$ cat src/common/pkg_cache.sv
package pkg_cache;

    // ===================================================================
    // widths and geometry
    // ===================================================================

    localparam int ADDR_WIDTH     = 32;
    localparam int WORD_WIDTH     = 32;
    localparam int LINE_WIDTH     = 256;
    localparam int BYTES_PER_WORD = WORD_WIDTH / 8;
    localparam int WORDS_PER_LINE = LINE_WIDTH / WORD_WIDTH;

    // byte offset inside a 32-byte line
    localparam int OFFSET_BITS = 5;

    // tree pseudo-LRU below is written for exactly four ways
    localparam int NUM_WAYS = 4;
    localparam int WAY_BITS = $clog2(NUM_WAYS);

    typedef logic [ADDR_WIDTH-1:0] addr_t;
    typedef logic [WORD_WIDTH-1:0] word_t;
    typedef logic [LINE_WIDTH-1:0] line_t;
    typedef logic [WAY_BITS-1:0]   way_t;

    // ===================================================================
    // select encodings shared by controller and datapath
    // ===================================================================

    // which way an array write goes to
    typedef enum logic {
        W_HIT,
        W_LRU
    } waymux_t;

    // source of the line written into the data array
    typedef enum logic {
        D_CPU,
        D_LLC
    } datamux_t;

    // physical memory address source
    typedef enum logic {
        P_CPU,
        P_CACHE
    } pmadmux_t;

endpackage : pkg_cache
$ cat src/cache/plru_array.sv
module plru_array
import pkg_cache::*;
#(
    parameter int S_INDEX = 3
)
(
    input  logic               clk,
    input  logic               rst,
    input  logic               ld_plru,
    input  waymux_t            plru_wmux,
    input  logic [S_INDEX-1:0] set_index,
    input  way_t               hit_way,
    output way_t               lru_way
);

    localparam int NUM_SETS = 2 ** S_INDEX;

    // bit 0 is the root, bit 1 covers ways 0/1, bit 2 covers ways 2/3
    logic [NUM_SETS-1:0][2:0] plru_bits;
    logic [2:0]               cur_bits;
    logic [2:0]               next_bits;
    way_t                     access_way;

    assign cur_bits = plru_bits[set_index];

    // root picks the half, that half's bit picks the way
    assign lru_way = cur_bits[0] ? {1'b1, cur_bits[2]} : {1'b0, cur_bits[1]};

    assign access_way = (plru_wmux == W_HIT) ? hit_way : lru_way;

    // point every bit on the accessed path away from it
    always_comb begin
        next_bits    = cur_bits;
        next_bits[0] = ~access_way[1];
        if (access_way[1]) begin
            next_bits[2] = ~access_way[0];
        end else begin
            next_bits[1] = ~access_way[0];
        end
    end

    always_ff @(posedge clk) begin
        if (rst) begin
            plru_bits <= '0;
        end else if (ld_plru) begin
            plru_bits[set_index] <= next_bits;
        end
    end

endmodule : plru_array

$ cat config.mk
export PLATFORM = sky130hd
export DESIGN_NAME = plru_array
export DESIGN_NICKNAME = d
export VERILOG_FILES = /design/src/common/pkg_cache.sv /design/src/cache/plru_array.sv
export SDC_FILE = /design/constraint.sdc
export NUM_CORES = 1
export LEC_CHECK = 0
export BUFFER_PORTS_ARGS = -buffer_cell sky130_fd_sc_hd__buf_2
export CAP_MARGIN = 20
export CORE_ASPECT_RATIO = 1.4
export CORE_MARGIN = 5
export CORE_UTILIZATION = 65
export CTS_BUF_LIST = sky130_fd_sc_hd__clkbuf_4 sky130_fd_sc_hd__clkbuf_8
export DETAILED_ROUTE_END_ITERATION = 10
export GPL_ROUTABILITY_DRIVEN = 0
export PLACE_DENSITY = 0.9
export SLEW_MARGIN = 20
export SYNTH_ARGS = -nofsm -noshare
export SYNTH_HDL_FRONTEND = slang
export SYNTH_SLANG_ARGS = --single-unit
$ cat constraint.sdc
create_clock -name clk -period 2.8 [get_ports clk]
set_input_delay 0.28 -clock clk [delete_from_list [all_inputs] [get_ports clk]]
set_output_delay 0.28 -clock clk [all_outputs]
set_load 0.01 [all_outputs]
Word level (Yosys, flattened, before mapping)
Index checks and enable logic that the tools add are counted.

Bitwise logic cells: 2. Mux-type cells: 9. $lt $le $gt $ge: 2. Reduce and logical (&&, ||, !) cells: 1.

Operators with widths (count): $bwmux 24 (1); $bmux 3 s3 (1); $demux 3 s3 (1); $mux 3 (2); $lt 3x4->1 const B (1); $mux 2 (2); $ge 3x1->1 const B (1); $mux 1 (2); $not 1->1 (2); $logic_and 1x1->1 (1).

Bits in registers: 24. Logic and storage cells: 22.

Longest topological paths before layout
Depth after elaboration: 7. Gate-level depth with buffers: 8. Mapped depth without buffers: 6.

Least setup slack after synthesis
No wires, ideal clock.

Path kind: input port to output port. Start: in set_index[2]. End: out lru_way[0]. Setup slack: 0.945 ns. Path buffers: 1. Stages on the path: 7. Required time: 2.520 ns. Data arrival time: 1.575 ns. Path through: buf_2 or4b_1 o21ai_0 a21oi_4 inv_1 nor2_1 a21oi_1.

Cells in the longest elaborated chain, start to end: 3.

Ends and longest elaborated chain: start: declaration (line plru_array.sv:11) `input logic [S_INDEX-1:0] set_index,`; $bmux 3 s3 (line plru_array.sv:24) `assign cur_bits = plru_bits[set_index];`; $mux 3 (not written as such) (line plru_array.sv:24); $mux 2 (line plru_array.sv:27) `assign lru_way = cur_bits[0] ? {1'b1, cur_bits[2]} : {1'b0, cur_bits[1]};`; end: declaration (line plru_array.sv:13) `output way_t lru_way`.

Every way passes these cells. The select of a mux whose other input is x is not followed.

Worst setup path in the final report
Start: in set_index[1]. End: out lru_way[0].

The elaborated chain is that of the path after synthesis.

==> reports/qor.csv <==
metric;value;unit
CP endpoint;lru_way[0];
I/O Buffers;10;
crit path time final;2279;ps
H-tree levels;1;
setup violators final;0;
switch share;29.03;%
Post-Synth Simple-Gate Area;27.84;%
Antenna Cells;0;
starting density of the core;68.98;%
Via Count;1392;
layout overhead on the synthesized area;2.224;%
Synth Area in Compound Gates;24.30;%
sequential fraction of the synthesis area;31.63;%
Detail Route Antenna Nets;0;
placed cells;205;
Yosys Warn Count;0;
Post-Synth Adder-Cell Area;0;%
fmax;438.7;MHz
Comb power frac;18.7;%
initial antenna violation count;0;
worst r2r src;plru_bits[9];
syn_nets;201;
WL/cell;16.75;um
Final HPWL DP;2543;um
worst skew pair latency;330;ps
outcome;finished, final reports clean;
WL final;3501;um
first-pass GRT wire length;5934;um
clock slew at reported path FFs;120;ps
largest reg by FF count;plru_bits;
sw power;194.4;uW
proportion of power drawn by the clock network;27.8;%
worst reg2reg path depth;5;
Largest register FFs;24;
Vias/cell;6.660;
Critical Path Source;set_index[1];
power per cell area;431.2;nW/um^2
Power, Total;669.6;uW
fillers;183;
Slew @ Worst Pin;744.8;ps
full die area;3417;um^2
CTS root buf;clkbuf_4;
# hold bufs at CTS;0;
Post-CTS Resized;0;
Layout Nets;197;
Die X;50.86;um
mux contribution to synthesized area;7.331;%
post-synthesis cell type count;40;
Flop pwr share;53.5;%
max-cap viol count;0;
setup TNS;0;ps
Initial DRT Pass Iterations;5;
xor and xnor area share after synthesis;2.142;%
worst clock skew;3.869;ps
area leader, netlist;dfxtp_1;
CTS max path bufs;2;
critical-path maximum fanout;23;
critical path class;primary input to output pin;
overall die height;67.20;um
row count;20;
number of setup buffers added after CTS;0;
fin. max-slew vios;0;
Worst EP arrival;2000;ps
average cell area after synthesis;7.911;um^2
top cell type's share of synthesized area;31.63;%
FF+latch count, synth;24;
CTS Buf Count;3;
capturing point of the worst reg2reg path;plru_bits[0];
internal power;475.2;uW
worst vdd ir;0.0004124;V
vias in the first global route;1271;
Detailed Route Iter0 Violations;80;
TritonCTS clock tree;done;
total grt overflow;0;
gr usage total;22.68;%
Layout Cells excl Fill;209;
Hold Path Class;primary input to flop;
largest net degree at the start of global routing;28;
Crit. End Element;output pin;
Largest regs;plru_bits (24);
RSZ-0062 raised after global routing;false;
Reg2Reg Setup Slack;1050;ps
period utilisation layout;81.40;%
relative slew slack;49.67;%
layout cell share with drive strength beyond 1;14.97;%
# clock sinks;24;
Post-Syn Area;1519;um^2
drc violations;0;
largest family of logic cells by synthesized area;simple AND/OR/NAND/NOR gates;
CP required;2520;ps
Leak;0.5499;nW
Synth Instances;192;
area of the core;2202;um^2
Hold Violations, Final;0;
Ports;11;
synth top area cells;dfxtp_1, nor2_1, a31oi_1, a211oi_1, nor3b_1;
startpoint types;primary input;
-- cell usage in the layout (no fill, tap or decap), drive strengths merged, types with 6 or more instances in the layout --
cell / instances
buf: 11
o21ai: 11
mux2: 6
nand2: 13
o31ai: 6
nor2: 35
a31oi: 15
dfxtp: 24
nor3b: 8
a211oi: 8
-- final cells by class --
| cell class | instances | area (um^2) | share of cell area (%) |
|---|---|---|---|
| Inverter | 4 | 15.01 | 0.9670 |
| Tap cell | 22 | 27.53 | 1.773 |
| Clock buffer | 4 | 36.28 | 2.337 |
| Timing Repair Buffer | 11 | 57.56 | 3.707 |
| Sequential cell | 24 | 480.5 | 30.94 |
| Multi-Input combinational cell | 144 | 935.9 | 60.27 |
-- through the flow --
stage	utilization (%)	instance area [um^2]	hold slack, ps	worst slack [ps]
after global routing	70.51	1553	354.0	441.1
final	70.51	1553	349.2	520.7
after detailed placement	68.86	1516	496.8	517.6
after global placement	68.86	1516	486.6	608.8
after floorplan	-	1519	473.4	945.2
after CTS	70.51	1553	341.2	521.6
-- worst max-delay path, stage by stage --
cell and delay [ps]:
buf_2 330, mux2_1 360, a221o_1 330, a21oi_4 260
inv_1 110, nor2_1 130, a21oi_1 50, buf_2 140
-- logic make-up (layout without fill, tap and decap cells) --
kind of cell    count (synthesis)  count (layout)
simple gates                   79              79
compound gates                 53              53
flops                          24              24
buf+inv                        24              19
mux                            10              10
xor+xnor                        2               2
-- synth_stat cells --
master    count
nor2b_1       4
o32ai_1       1
buf_6         1
nor2_1       35
a21oi_1       2
nand3_1       5
xnor2_2       2
buf_1         5
or4b_1        1
a41oi_1       2
clkbuf_1     10
a31oi_1      15
mux2_4        1
inv_1         4
a21oi_2       1
mux2_1        1
nand2_1      13
a221o_1       2
mux2i_1       4
nor3b_1       8
nand2b_1      2
nor4bb_1      1
o31a_1        1
and4b_1       3
a32o_1        1
or2_2         1
buf_2         4
nor4b_1       1
dfxtp_1      24
o31ai_1       6
and4_1        1
and4bb_2      2
a211oi_1      8
mux2_2        4
a21oi_4       1
o211ai_1      2
o21ai_1       8
nand4_1       1
nor4b_2       1
o21ai_0       3
-- layer usage --
| metal | wire, um | track usage, % |
|---|---|---|
| met2 | 1781 | 38.66 |
| met3 | 228 | 3.974 |
| met5 | 0 | 0 |
| met1 | 1402 | 27.12 |
| met4 | 87 | 10.86 |
-- worst min-delay path by stage --
stage	end	cells after the start	startpoint	slack (ps)
2_1_floorplan	plru_bits[0]	2	plru_bits[0]	470
4_1_cts	plru_bits[11]	2	plru_wmux	340
3_5_place_dp	plru_bits[18]	2	plru_bits[18]	500
3_3_place_gp	plru_bits[18]	2	plru_bits[18]	490
5_1_grt	plru_bits[11]	2	plru_wmux	350
6_report	plru_bits[11]	2	plru_wmux	350
-- power groups by stage --
stage | combinational, mW | clock (mW) | sequential [mW]
finish | 0.125 | 0.186 | 0.359
floorplan | 0.0978 | 0 | 0.364
global placement | 0.119 | 0 | 0.366
global route | 0.137 | 0.208 | 0.360
detailed placement | 0.123 | 0 | 0.366
CTS | 0.123 | 0.191 | 0.358
Note: power is estimated with default switching activity, not from simulation.
