$ cat src/common/pkg_cache.sv
package pkg_cache;

    // ===================================================================
    // widths and geometry
    // ===================================================================

    localparam int ADDR_WIDTH     = 32;
    localparam int WORD_WIDTH     = 32;
    localparam int LINE_WIDTH     = 256;
    localparam int BYTES_PER_WORD = WORD_WIDTH / 8;
    localparam int WORDS_PER_LINE = LINE_WIDTH / WORD_WIDTH;

    // byte offset inside a 32-byte line
    localparam int OFFSET_BITS = 5;

    // tree pseudo-LRU below is written for exactly four ways
    localparam int NUM_WAYS = 4;
    localparam int WAY_BITS = $clog2(NUM_WAYS);

    typedef logic [ADDR_WIDTH-1:0] addr_t;
    typedef logic [WORD_WIDTH-1:0] word_t;
    typedef logic [LINE_WIDTH-1:0] line_t;
    typedef logic [WAY_BITS-1:0]   way_t;

    // ===================================================================
    // select encodings shared by controller and datapath
    // ===================================================================

    // which way an array write goes to
    typedef enum logic {
        W_HIT,
        W_LRU
    } waymux_t;

    // source of the line written into the data array
    typedef enum logic {
        D_CPU,
        D_LLC
    } datamux_t;

    // physical memory address source
    typedef enum logic {
        P_CPU,
        P_CACHE
    } pmadmux_t;

endpackage : pkg_cache
$ cat src/cache/cache_control.sv
module cache_control
import pkg_cache::*;
(
    input  logic     clk,
    input  logic     rst,

    // cpu and physical memory handshakes
    input  logic     mem_read,
    input  logic     mem_write,
    input  logic     pmem_resp,
    output logic     mem_resp,
    output logic     pmem_read,
    output logic     pmem_write,

    // status from the datapath
    input  logic     hit,
    input  logic     dirty,

    // array strobes and selects
    output logic     ld_valid,
    output logic     ld_dirty,
    output logic     ld_tag,
    output logic     ld_data,
    output logic     ld_plru,
    output logic     dirty_val,
    output waymux_t  dirty_wmux,
    output waymux_t  data_wmux,
    output waymux_t  plru_wmux,
    output datamux_t data_mux,
    output pmadmux_t pmad_mux
);

    typedef enum logic [1:0] {
        S_IDLE,
        S_COMPARE,
        S_EVICT,
        S_LOAD
    } state_t;

    state_t state;
    state_t next_state;

    always_ff @(posedge clk) begin
        if (rst) begin
            state <= S_IDLE;
        end else begin
            state <= next_state;
        end
    end

    // ===================================================================
    // next state
    // ===================================================================

    always_comb begin
        next_state = state;
        case (state)
            S_IDLE: begin
                if (mem_read || mem_write) begin
                    next_state = S_COMPARE;
                end
            end
            S_COMPARE: begin
                if (hit) begin
                    next_state = S_IDLE;
                end else if (dirty) begin
                    next_state = S_EVICT;
                end else begin
                    next_state = S_LOAD;
                end
            end
            S_EVICT: begin
                if (pmem_resp) begin
                    next_state = S_LOAD;
                end
            end
            S_LOAD: begin
                // refilled line is checked again in compare
                if (pmem_resp) begin
                    next_state = S_COMPARE;
                end
            end
            default: next_state = S_IDLE;
        endcase
    end

    // ===================================================================
    // state actions
    // ===================================================================

    always_comb begin
        mem_resp   = 1'b0;
        pmem_read  = 1'b0;
        pmem_write = 1'b0;
        ld_valid   = 1'b0;
        ld_dirty   = 1'b0;
        ld_tag     = 1'b0;
        ld_data    = 1'b0;
        ld_plru    = 1'b0;
        dirty_val  = 1'b0;
        dirty_wmux = W_HIT;
        data_wmux  = W_HIT;
        plru_wmux  = W_HIT;
        data_mux   = D_CPU;
        pmad_mux   = P_CPU;

        case (state)
            S_COMPARE: begin
                if (hit) begin
                    mem_resp  = 1'b1;
                    ld_plru   = 1'b1;
                    plru_wmux = W_HIT;
                    if (mem_write) begin
                        // merge cpu bytes into the hit line and mark it dirty
                        ld_data    = 1'b1;
                        data_wmux  = W_HIT;
                        data_mux   = D_CPU;
                        ld_dirty   = 1'b1;
                        dirty_wmux = W_HIT;
                        dirty_val  = 1'b1;
                    end
                end
            end
            S_EVICT: begin
                pmem_write = 1'b1;
                pmad_mux   = P_CACHE;
            end
            S_LOAD: begin
                pmem_read = 1'b1;
                pmad_mux  = P_CPU;
                // fill lands in the victim way only when the line arrives
                if (pmem_resp) begin
                    ld_tag     = 1'b1;
                    ld_valid   = 1'b1;
                    ld_data    = 1'b1;
                    data_wmux  = W_LRU;
                    data_mux   = D_LLC;
                    ld_dirty   = 1'b1;
                    dirty_wmux = W_LRU;
                    dirty_val  = 1'b0;
                    ld_plru    = 1'b1;
                    plru_wmux  = W_LRU;
                end
            end
            default: ;
        endcase
    end

endmodule : cache_control

$ cat config.mk
export PLATFORM = sky130hd
export DESIGN_NAME = cache_control
export DESIGN_NICKNAME = d
export VERILOG_FILES = /design/src/common/pkg_cache.sv /design/src/cache/cache_control.sv
export SDC_FILE = /design/constraint.sdc
export NUM_CORES = 1
export LEC_CHECK = 0
export ABC_AREA = 1
export BUFFER_PORTS_ARGS = -buffer_cell sky130_fd_sc_hd__buf_2
export CAP_MARGIN = 20
export CORE_AREA = 2 2 39 41
export DETAILED_ROUTE_END_ITERATION = 10
export DIE_AREA = 0 0 41 43
export PLACE_DENSITY = 0.59
export SYNTH_ARGS = -nofsm -noshare
export SYNTH_HDL_FRONTEND = slang
export SYNTH_SLANG_ARGS = --single-unit
$ cat constraint.sdc
create_clock -name clk -period 2.5 [get_ports clk]
set_input_delay 0.75 -clock clk [delete_from_list [all_inputs] [get_ports clk]]
set_output_delay 0.75 -clock clk [all_outputs]
set_load 0.05 [all_outputs]
Word-level counts from Yosys, hierarchy flattened. Index checks and enable logic that the tools add are counted.

Muxes and demuxes: 17. Reductions and logical operators: 3. Equal/unequal tests: 6.

Operators by type and width (count): two-way mux 1 bit (10); two-way mux 2 bit (4); case mux 2 bit (4 select lines) (1); != test 2 bit, second input constant (3); == test 2 bit, second input constant (2); case mux 1 bit (2 select lines) (2); AND reduction 3 bit (1); == test 2 x 1 -> 1 bit, second input constant (1); zero test 2 bit (1); logical OR 1 bit (1).

Output and inout port bits: 14. Input bits: 7. Word-level logic and storage cells: 27. Register bits after elaboration: 2.

Logic depth before layout (Yosys ltp). Gate-level depths: netlist of the first run.

Depth after elaboration: 3. Gate-level depth with buffers: 7. Gate-level depth less buffers: 7.

Worst setup path after synthesis of the first run. No wires, ideal clock.

Kind: in2out. Start: input port hit. End: output port ld_dirty. Path slack: -163 ps. Stages: 3. Required time: 1750 ps. Data arrival time: 1913 ps. Buffers on the path: 1. Path through: nand2_1 > o21ai_1 > buf_4.

Cells in the longest elaborated chain, start to end: 2.

Ends and longest elaborated chain: start: declaration (line cache_control.sv:16) `input logic hit,`; two-way mux 1 bit; case mux 1 bit (2 select lines); end: declaration (line cache_control.sv:21) `output logic ld_dirty,`.

No other way between the ends.

Final worst setup path of the first run.
Start: register state[1]. End: output port ld_data.

Cells in the longest elaborated chain, start to end: 2. Elaborated cells on any way between the ends: 3. Classes of those cells: 2 x eq/ne; 1 x mux.

Ends and longest elaborated chain: start: declaration (line cache_control.sv:40) `state_t state;`; start signal: assignment (line cache_control.sv:47) `state <= next_state;`; == test 2 bit / == test 2 x 1 -> 1 bit (equally long branches) (line cache_control.sv:107) `case (state)`; case mux 1 bit (2 select lines) (*) (line cache_control.sv:107); end: declaration (line cache_control.sv:23) `output logic ld_data,`.

Mark *: on every way between the ends. The rest lies on a longest branch, timed or not.

==> impl_metrics.tcl, run 1 <==
set metrics [dict create \
    max_freq_mhz 463 \
    crit_arrival_ns 1.41 \
    track_usage_pct 7.11 \
    fp.dieW_um 41 \
    core_mm2 0.00138 \
    yosysSeqAreaShare_pct 12.4 \
    drtAntennaViolNets 0 \
    ioPinCount 21 \
    timing.final.crit_share_pct 86.4 \
    grt_max_degree 7 \
    vias 292 \
    vdd.ir_drop.worst_uv 295 \
    avgViaCountPerCell 3.74 \
    worst-setup-path-type "reg2out" \
    netlist_instances 46 \
    total_power_uw 457 \
    grt_pass1_vias 235 \
    regMostFlops "state" \
    final_cell_area_um2 417 \
    rows 14 \
    hold_buffers 0 \
    cts.sinks 2 \
    ys.warnings.count 0 \
    largest_reg_flops 2 \
    worst_slack_ns 0.339 \
    multiInputGateArea_um2 169 \
    initial_utilization_pct 23.3 \
    rsz0062_at_grt "no" \
    synth-main-ff-cell "dfxtp_1" \
    synth_nets 59 \
    period_minus_slack_ns 2.16 \
    hp-class "reg2reg" \
    drc 0 \
    cts_tree "yes" \
    nFillCells 154 \
    synth_area_leaders "ha_1 (23%), buf_4 (16%), dfxtp_1 (12%), bufinv_8 (11%), nand2_1 (10%)" \
    whs_ns 0.700 \
    async_flop_share_pct 0 \
    tightest_slew_ns 0.250 \
    cts_setup_buffers 0 \
    critPathSlowestCell "dfxtp_1" \
    synthTopCellsByCount "nand2_1 (9), inv_1 (8), buf_4 (7), nor2_1 (7), ha_1 (6)" \
    pre_cts_slack_ns 0.357 \
    regArea_um2 40.0 \
    status "finished clean" \
    h-tree-depth 1 \
    critPathBufInv 2 \
    grt_pass1_wl_um 828 \
    maxCapViolations 0 \
    synth_cell_types 12 \
    portBuffers 20 \
    leakagePower_nw 0.291 \
    cts_root_buffer "clkbuf_4" \
    rrSetupSlack_ns 1.13 \
    critPathMaxStageDelay_ns 0.33 \
    setup_violations 0 \
    top_regs "state: 2 flops" \
    drv_slew 0 \
    critPathCaptureType "output port" \
    clk_pin_slew_ns 0.03 \
    required_ns 1.75 \
    drtIter0Drc 4 \
    placed_cell_area_um2 394 \
    crit_chain "bufinv_8 > ha_1 > nand2_1 > o21ai_2 > buf_2" \
    synth_area_um2 323 \
    chipHeight_um 43 \
    synthMostInstantiatedCell "nand2_1" \
    critPathMaxFanout 4 \
    final_cells 78 \
    nets 77 \
    placed_cells 75 \
    firstDrtPassIters 4 \
    syn2layout_area_growth_pct 29.1 \
    hold_violations 0 \
    synth-edff-count 0 \
    clkLatencyLatePin_ns 0.22 \
    gp_congestion 0.732 \
    cts-resized-gates 0 \
    routed_wl_um 585 \
    yosysTopAreaCellShare_pct 23.3 \
    finalSetupTns_ns 0 \
    critPathLaunchType "register" \
    skew_ns 0.00105 \
    synth_seq_cells 2 \
    grt_overflow 0 \
    syn_area_per_cell_um2 7.02 \
    synth_top_area_cell "ha_1" \
    power_density_mw_per_mm2 1100 \
    final_util_pct 30.1 \
    relSlewSlack_pct 83.5 \
    cts_buffers 3 \
    post_drt_wl_per_cell_um 7.50 \
    die-area_mm2 0.00176 \
    cts_buffer_depth 2 \
    cp_top_family "buffers and inverters" \
    diodes 0 \
    antenna_found_initial 0 \
    drive_gt1_share_pct 45.2 \
]
[per-layer routing]
layer | global-route usage [%] | routed length, µm | part of all wire (%) | up-vias
li1 | - | - | - | 159
met1 | 7.01 | 228 | 39 | 115
met2 | 10.6 | 281 | 48 | 18
met3 | 1.57 | 74 | 13 | 0
met4 | 8.00 | 0 | 0 | 0
met5 | 0 | 0 | 0 | -
[layout by cell type (no fill, tap or decap)]
cell / n
buf_2: 20
nand2_1: 9
inv_1: 8
nor2_1: 7
ha_1: 6
clkbuf_4: 3
bufinv_8: 2
o21ai_2: 2
dfxtp_1: 2
nand2_2: 1
a21oi_1: 1
o21ai_0: 1
[kinds of logic after synthesis]
kind of cell | share of synthesized area (%)
DFF | 12.4
adders and majority gates | 23.3
AOI/OAI and AO/OA | 7.36
buffers and inverters | 36.4
and+or+nand+nor | 20.5
[worst register-to-register path: stages, from the launching register on]
cell and delay [ns]:
dfxtp_1 0.40, bufinv_8 0.22, ha_1 0.24, o21ai_2 0.16, nand2_2 0.09, nor2_1 0.11
nor2_1 0.05
[report_power, final]
| group | internal, mW | total (mW) | switching, mW | leakage (nW) |
|---|---|---|---|---|
| Combinational | 0.109 | 0.325 | 0.216 | 0.261 |
| Sequential | 0.0449 | 0.0608 | 0.0160 | 0.0166 |
| Clock | 0.0529 | 0.0707 | 0.0178 | 0.0138 |
| Total | 0.207 | 0.457 | 0.250 | 0.291 |
[worst paths after layout]
| path | end | cells past startpoint | from |
|---|---|---|---|
| min reg2reg | state[1] | 4 | state[1] |
| min | state[1] | 4 | state[1] |
| max reg2reg | state[0] | 6 | state[0] |
| max | ld_data | 5 | state[1] |
[layout make-up]
type                            instances  share of cell area [%]
Sequential cell                         2                    9.61
Multi-Input combinational cell         27                    40.5
Tap cell                               16                    4.80
Inverter                               10                    15.6
Clock buffer                            3                    5.41
Timing Repair Buffer                   20                    24.0
No activity file was read; power rests on OpenSTA's default activity.
==> inputs of run 2 (changes only) <==
--- a/config.mk
+++ b/config.mk
@@ -5,13 +5,13 @@
 export SDC_FILE = /design/constraint.sdc
 export NUM_CORES = 1
 export LEC_CHECK = 0
-export ABC_AREA = 1
 export BUFFER_PORTS_ARGS = -buffer_cell sky130_fd_sc_hd__buf_2
 export CAP_MARGIN = 20
 export CORE_AREA = 2 2 39 41
+export CTS_BUF_LIST = sky130_fd_sc_hd__clkbuf_4
 export DETAILED_ROUTE_END_ITERATION = 10
 export DIE_AREA = 0 0 41 43
-export PLACE_DENSITY = 0.59
+export PLACE_DENSITY = 0.57
 export SYNTH_ARGS = -nofsm -noshare
 export SYNTH_HDL_FRONTEND = slang
 export SYNTH_SLANG_ARGS = --single-unit
==> run 2 against run 1 <==
Critical path depth unchanged. Via count decreased by 11%. Clock skew decreased by 0.00072 ns. Register-to-register slack got worse by 0.24 ns. Synthesized cell count decreased by 28%. Final cell count decreased by 17%. Power decreased by 58%. Maximum frequency decreased by 7.9%. Worst hold slack got worse by 0.070 ns. Non-clock buffer count unchanged. Combinational power decreased by 76%. Setup slack got worse by 0.19 ns. Critical path type unchanged. Largest cell class unchanged.
==> impl_metrics.tcl, run 2 <==
set metrics [dict create \
    status "finished clean" \
    vias 260 \
    rr_worst_depth 5 \
    pre_cts_slack_ns 0.186 \
    firstDrtPassIters 2 \
    critPathCaptureType "output port" \
    hold_depth 2 \
    drive_gt1_share_pct 59.2 \
    max_freq_mhz 426 \
    timing.final.crit_share_pct 93.9 \
    finalSetupTns_ns 0 \
    dpl.hpwl_um 478 \
    rrSetupSlack_ns 0.89 \
    setup_violations 0 \
    layout_common_cells "buf_2 (20), ha_1 (6), inv_1 (3), a21oi_1 (3), clkbuf_4 (3)" \
    antenna_found_initial 0 \
    drtAntennaViolNets 0 \
    grt_overflow 0 \
    worst_slack_ns 0.153 \
    synth_nets 46 \
    cts_setup_buffers 0 \
    nets 64 \
    leakagePower_nw 0.247 \
    clkLatencyLatePin_ns 0.22 \
    hold_end "state[0]" \
    drc 0 \
    netlist_instances 33 \
    layout_commonest_cell "buf_2" \
    final_util_pct 27.8 \
    placed_cells 62 \
    cts_buffers 3 \
    relSlewSlack_pct 74.5 \
    synth_top_area_cell "ha_1" \
    fp.dieW_um 41 \
    hold_buffers 0 \
    cts-resized-gates 0 \
    maxCapViolations 0 \
    largest_reg_flops 2 \
    diodes 0 \
    routed_wl_um 578 \
    grt_pass1_vias 214 \
    tightest_slew_ns 0.381 \
    synth-edff-count 0 \
    skew_ns 0.000334 \
    synth_area_leaders "ha_1 (26%), buf_4 (18%), dfxtp_1 (14%), a21oi_1 (5.1%), a311oi_2 (5.1%)" \
    die-area_mm2 0.00176 \
    initial_utilization_pct 21.2 \
    drv_slew 0 \
    cts_tree "yes" \
    chipHeight_um 43 \
    cts.sinks 2 \
    syn2layout_area_growth_pct 31.1 \
    synth-main-ff-cell "dfxtp_1" \
    clk_pin_slew_ns 0.03 \
    synthTopCellsByCount "buf_4 (7), ha_1 (6), a21oi_1 (3), inv_1 (3)" \
    regMostFlops "state" \
    grt_max_degree 9 \
    yosysSeqAreaShare_pct 13.6 \
    track_usage_pct 6.71 \
    hp-class "reg2reg" \
    avgViaCountPerCell 4.00 \
    critPathLaunchType "register" \
    critPathMaxFanout 4 \
    core_mm2 0.00138 \
    async_flop_share_pct 0 \
    yosysTopAreaCellShare_pct 25.5 \
    final_cells 65 \
    ioPinCount 21 \
    grt_pass1_wl_um 752 \
    rr_endpoint "state[0]" \
    hold_violations 0 \
    synth_seq_cells 2 \
    ys.warnings.count 0 \
    cts_root_buffer "clkbuf_4" \
    synth_area_um2 294 \
    crit_arrival_ns 1.60 \
    holdCritStartpoint "state[0]" \
    syn_area_per_cell_um2 8.91 \
    whs_ns 0.629 \
    synthMostInstantiatedCell "buf_4" \
    rows 14 \
    h-tree-depth 1 \
    synth_cell_types 15 \
    period_minus_slack_ns 2.35 \
    cts_buffer_depth 2 \
    power_density_mw_per_mm2 495 \
    portBuffers 20 \
    r2r-start "state[0]" \
    worst-setup-path-type "reg2out" \
    cp-startpoint "state[1]" \
    vdd.ir_drop.worst_uv 213 \
    post_drt_wl_per_cell_um 8.89 \
    drtIter0Drc 4 \
    rsz0062_at_grt "no" \
    gp_congestion 0.622 \
    required_ns 1.75 \
    top_regs "state: 2 flops" \
]
[run 2: cells by family after synthesis]
family          synth area share, %
compound gates                 20.0
fa+ha+maj                      25.5
buf+inv                        21.7
flops                          13.6
simple gates                   19.2
[run 2: final cells by class]
cell class | instances | area, µm²
clock buffers | 3 | 22.5
well taps | 16 | 20.0
fillers | 156 | 998
inverters | 3 | 11.3
repair buffers | 20 | 100
flip-flops and latches | 2 | 40.0
multi-input cells | 21 | 191
[run 2: how the worst max path moves through the flow]
| stage | end | slack [ns] | cells past startpoint |
|---|---|---|---|
| after floorplan | ld_dirty | 0.009 | 3 |
| after global placement | ld_dirty | 0.19 | 4 |
| after detailed placement | ld_dirty | 0.19 | 4 |
| after CTS | ld_dirty | 0.14 | 5 |
| after global routing | ld_data | 0.06 | 5 |
| final | ld_dirty | 0.15 | 5 |
[run 2: worst max-delay path: stages, from the launching register on]
cell and delay (ns):
dfxtp_1 0.36, inv_1 0.10, ha_1 0.20, and3_2 0.21, or2_2 0.29, buf_2 0.21
[run 2: power breakdown]
group | internal, mW | leakage [nW] | total, mW | switching [mW]
registers | 0.0356 | 0.0165 | 0.0405 | 0.00494
clock network | 0.0529 | 0.0138 | 0.0710 | 0.0181
logic | 0.0271 | 0.217 | 0.0794 | 0.0523
total | 0.116 | 0.247 | 0.191 | 0.0753
[run 2: stage by stage]
step	cell area, µm²	power, mW
4_1_cts	385	0.197
6_report	385	0.191
2_1_floorplan	295	0.105
5_1_grt	385	0.207
3_5_place_dp	363	0.121
3_3_place_gp	363	0.120
[run 2: routing by layer]
metal / global-route usage, % / wire (µm)
met3: 3.14 / 92
met5: 0 / 0
met2: 9.06 / 225
met1: 7.35 / 259
met4: 6.00 / 0
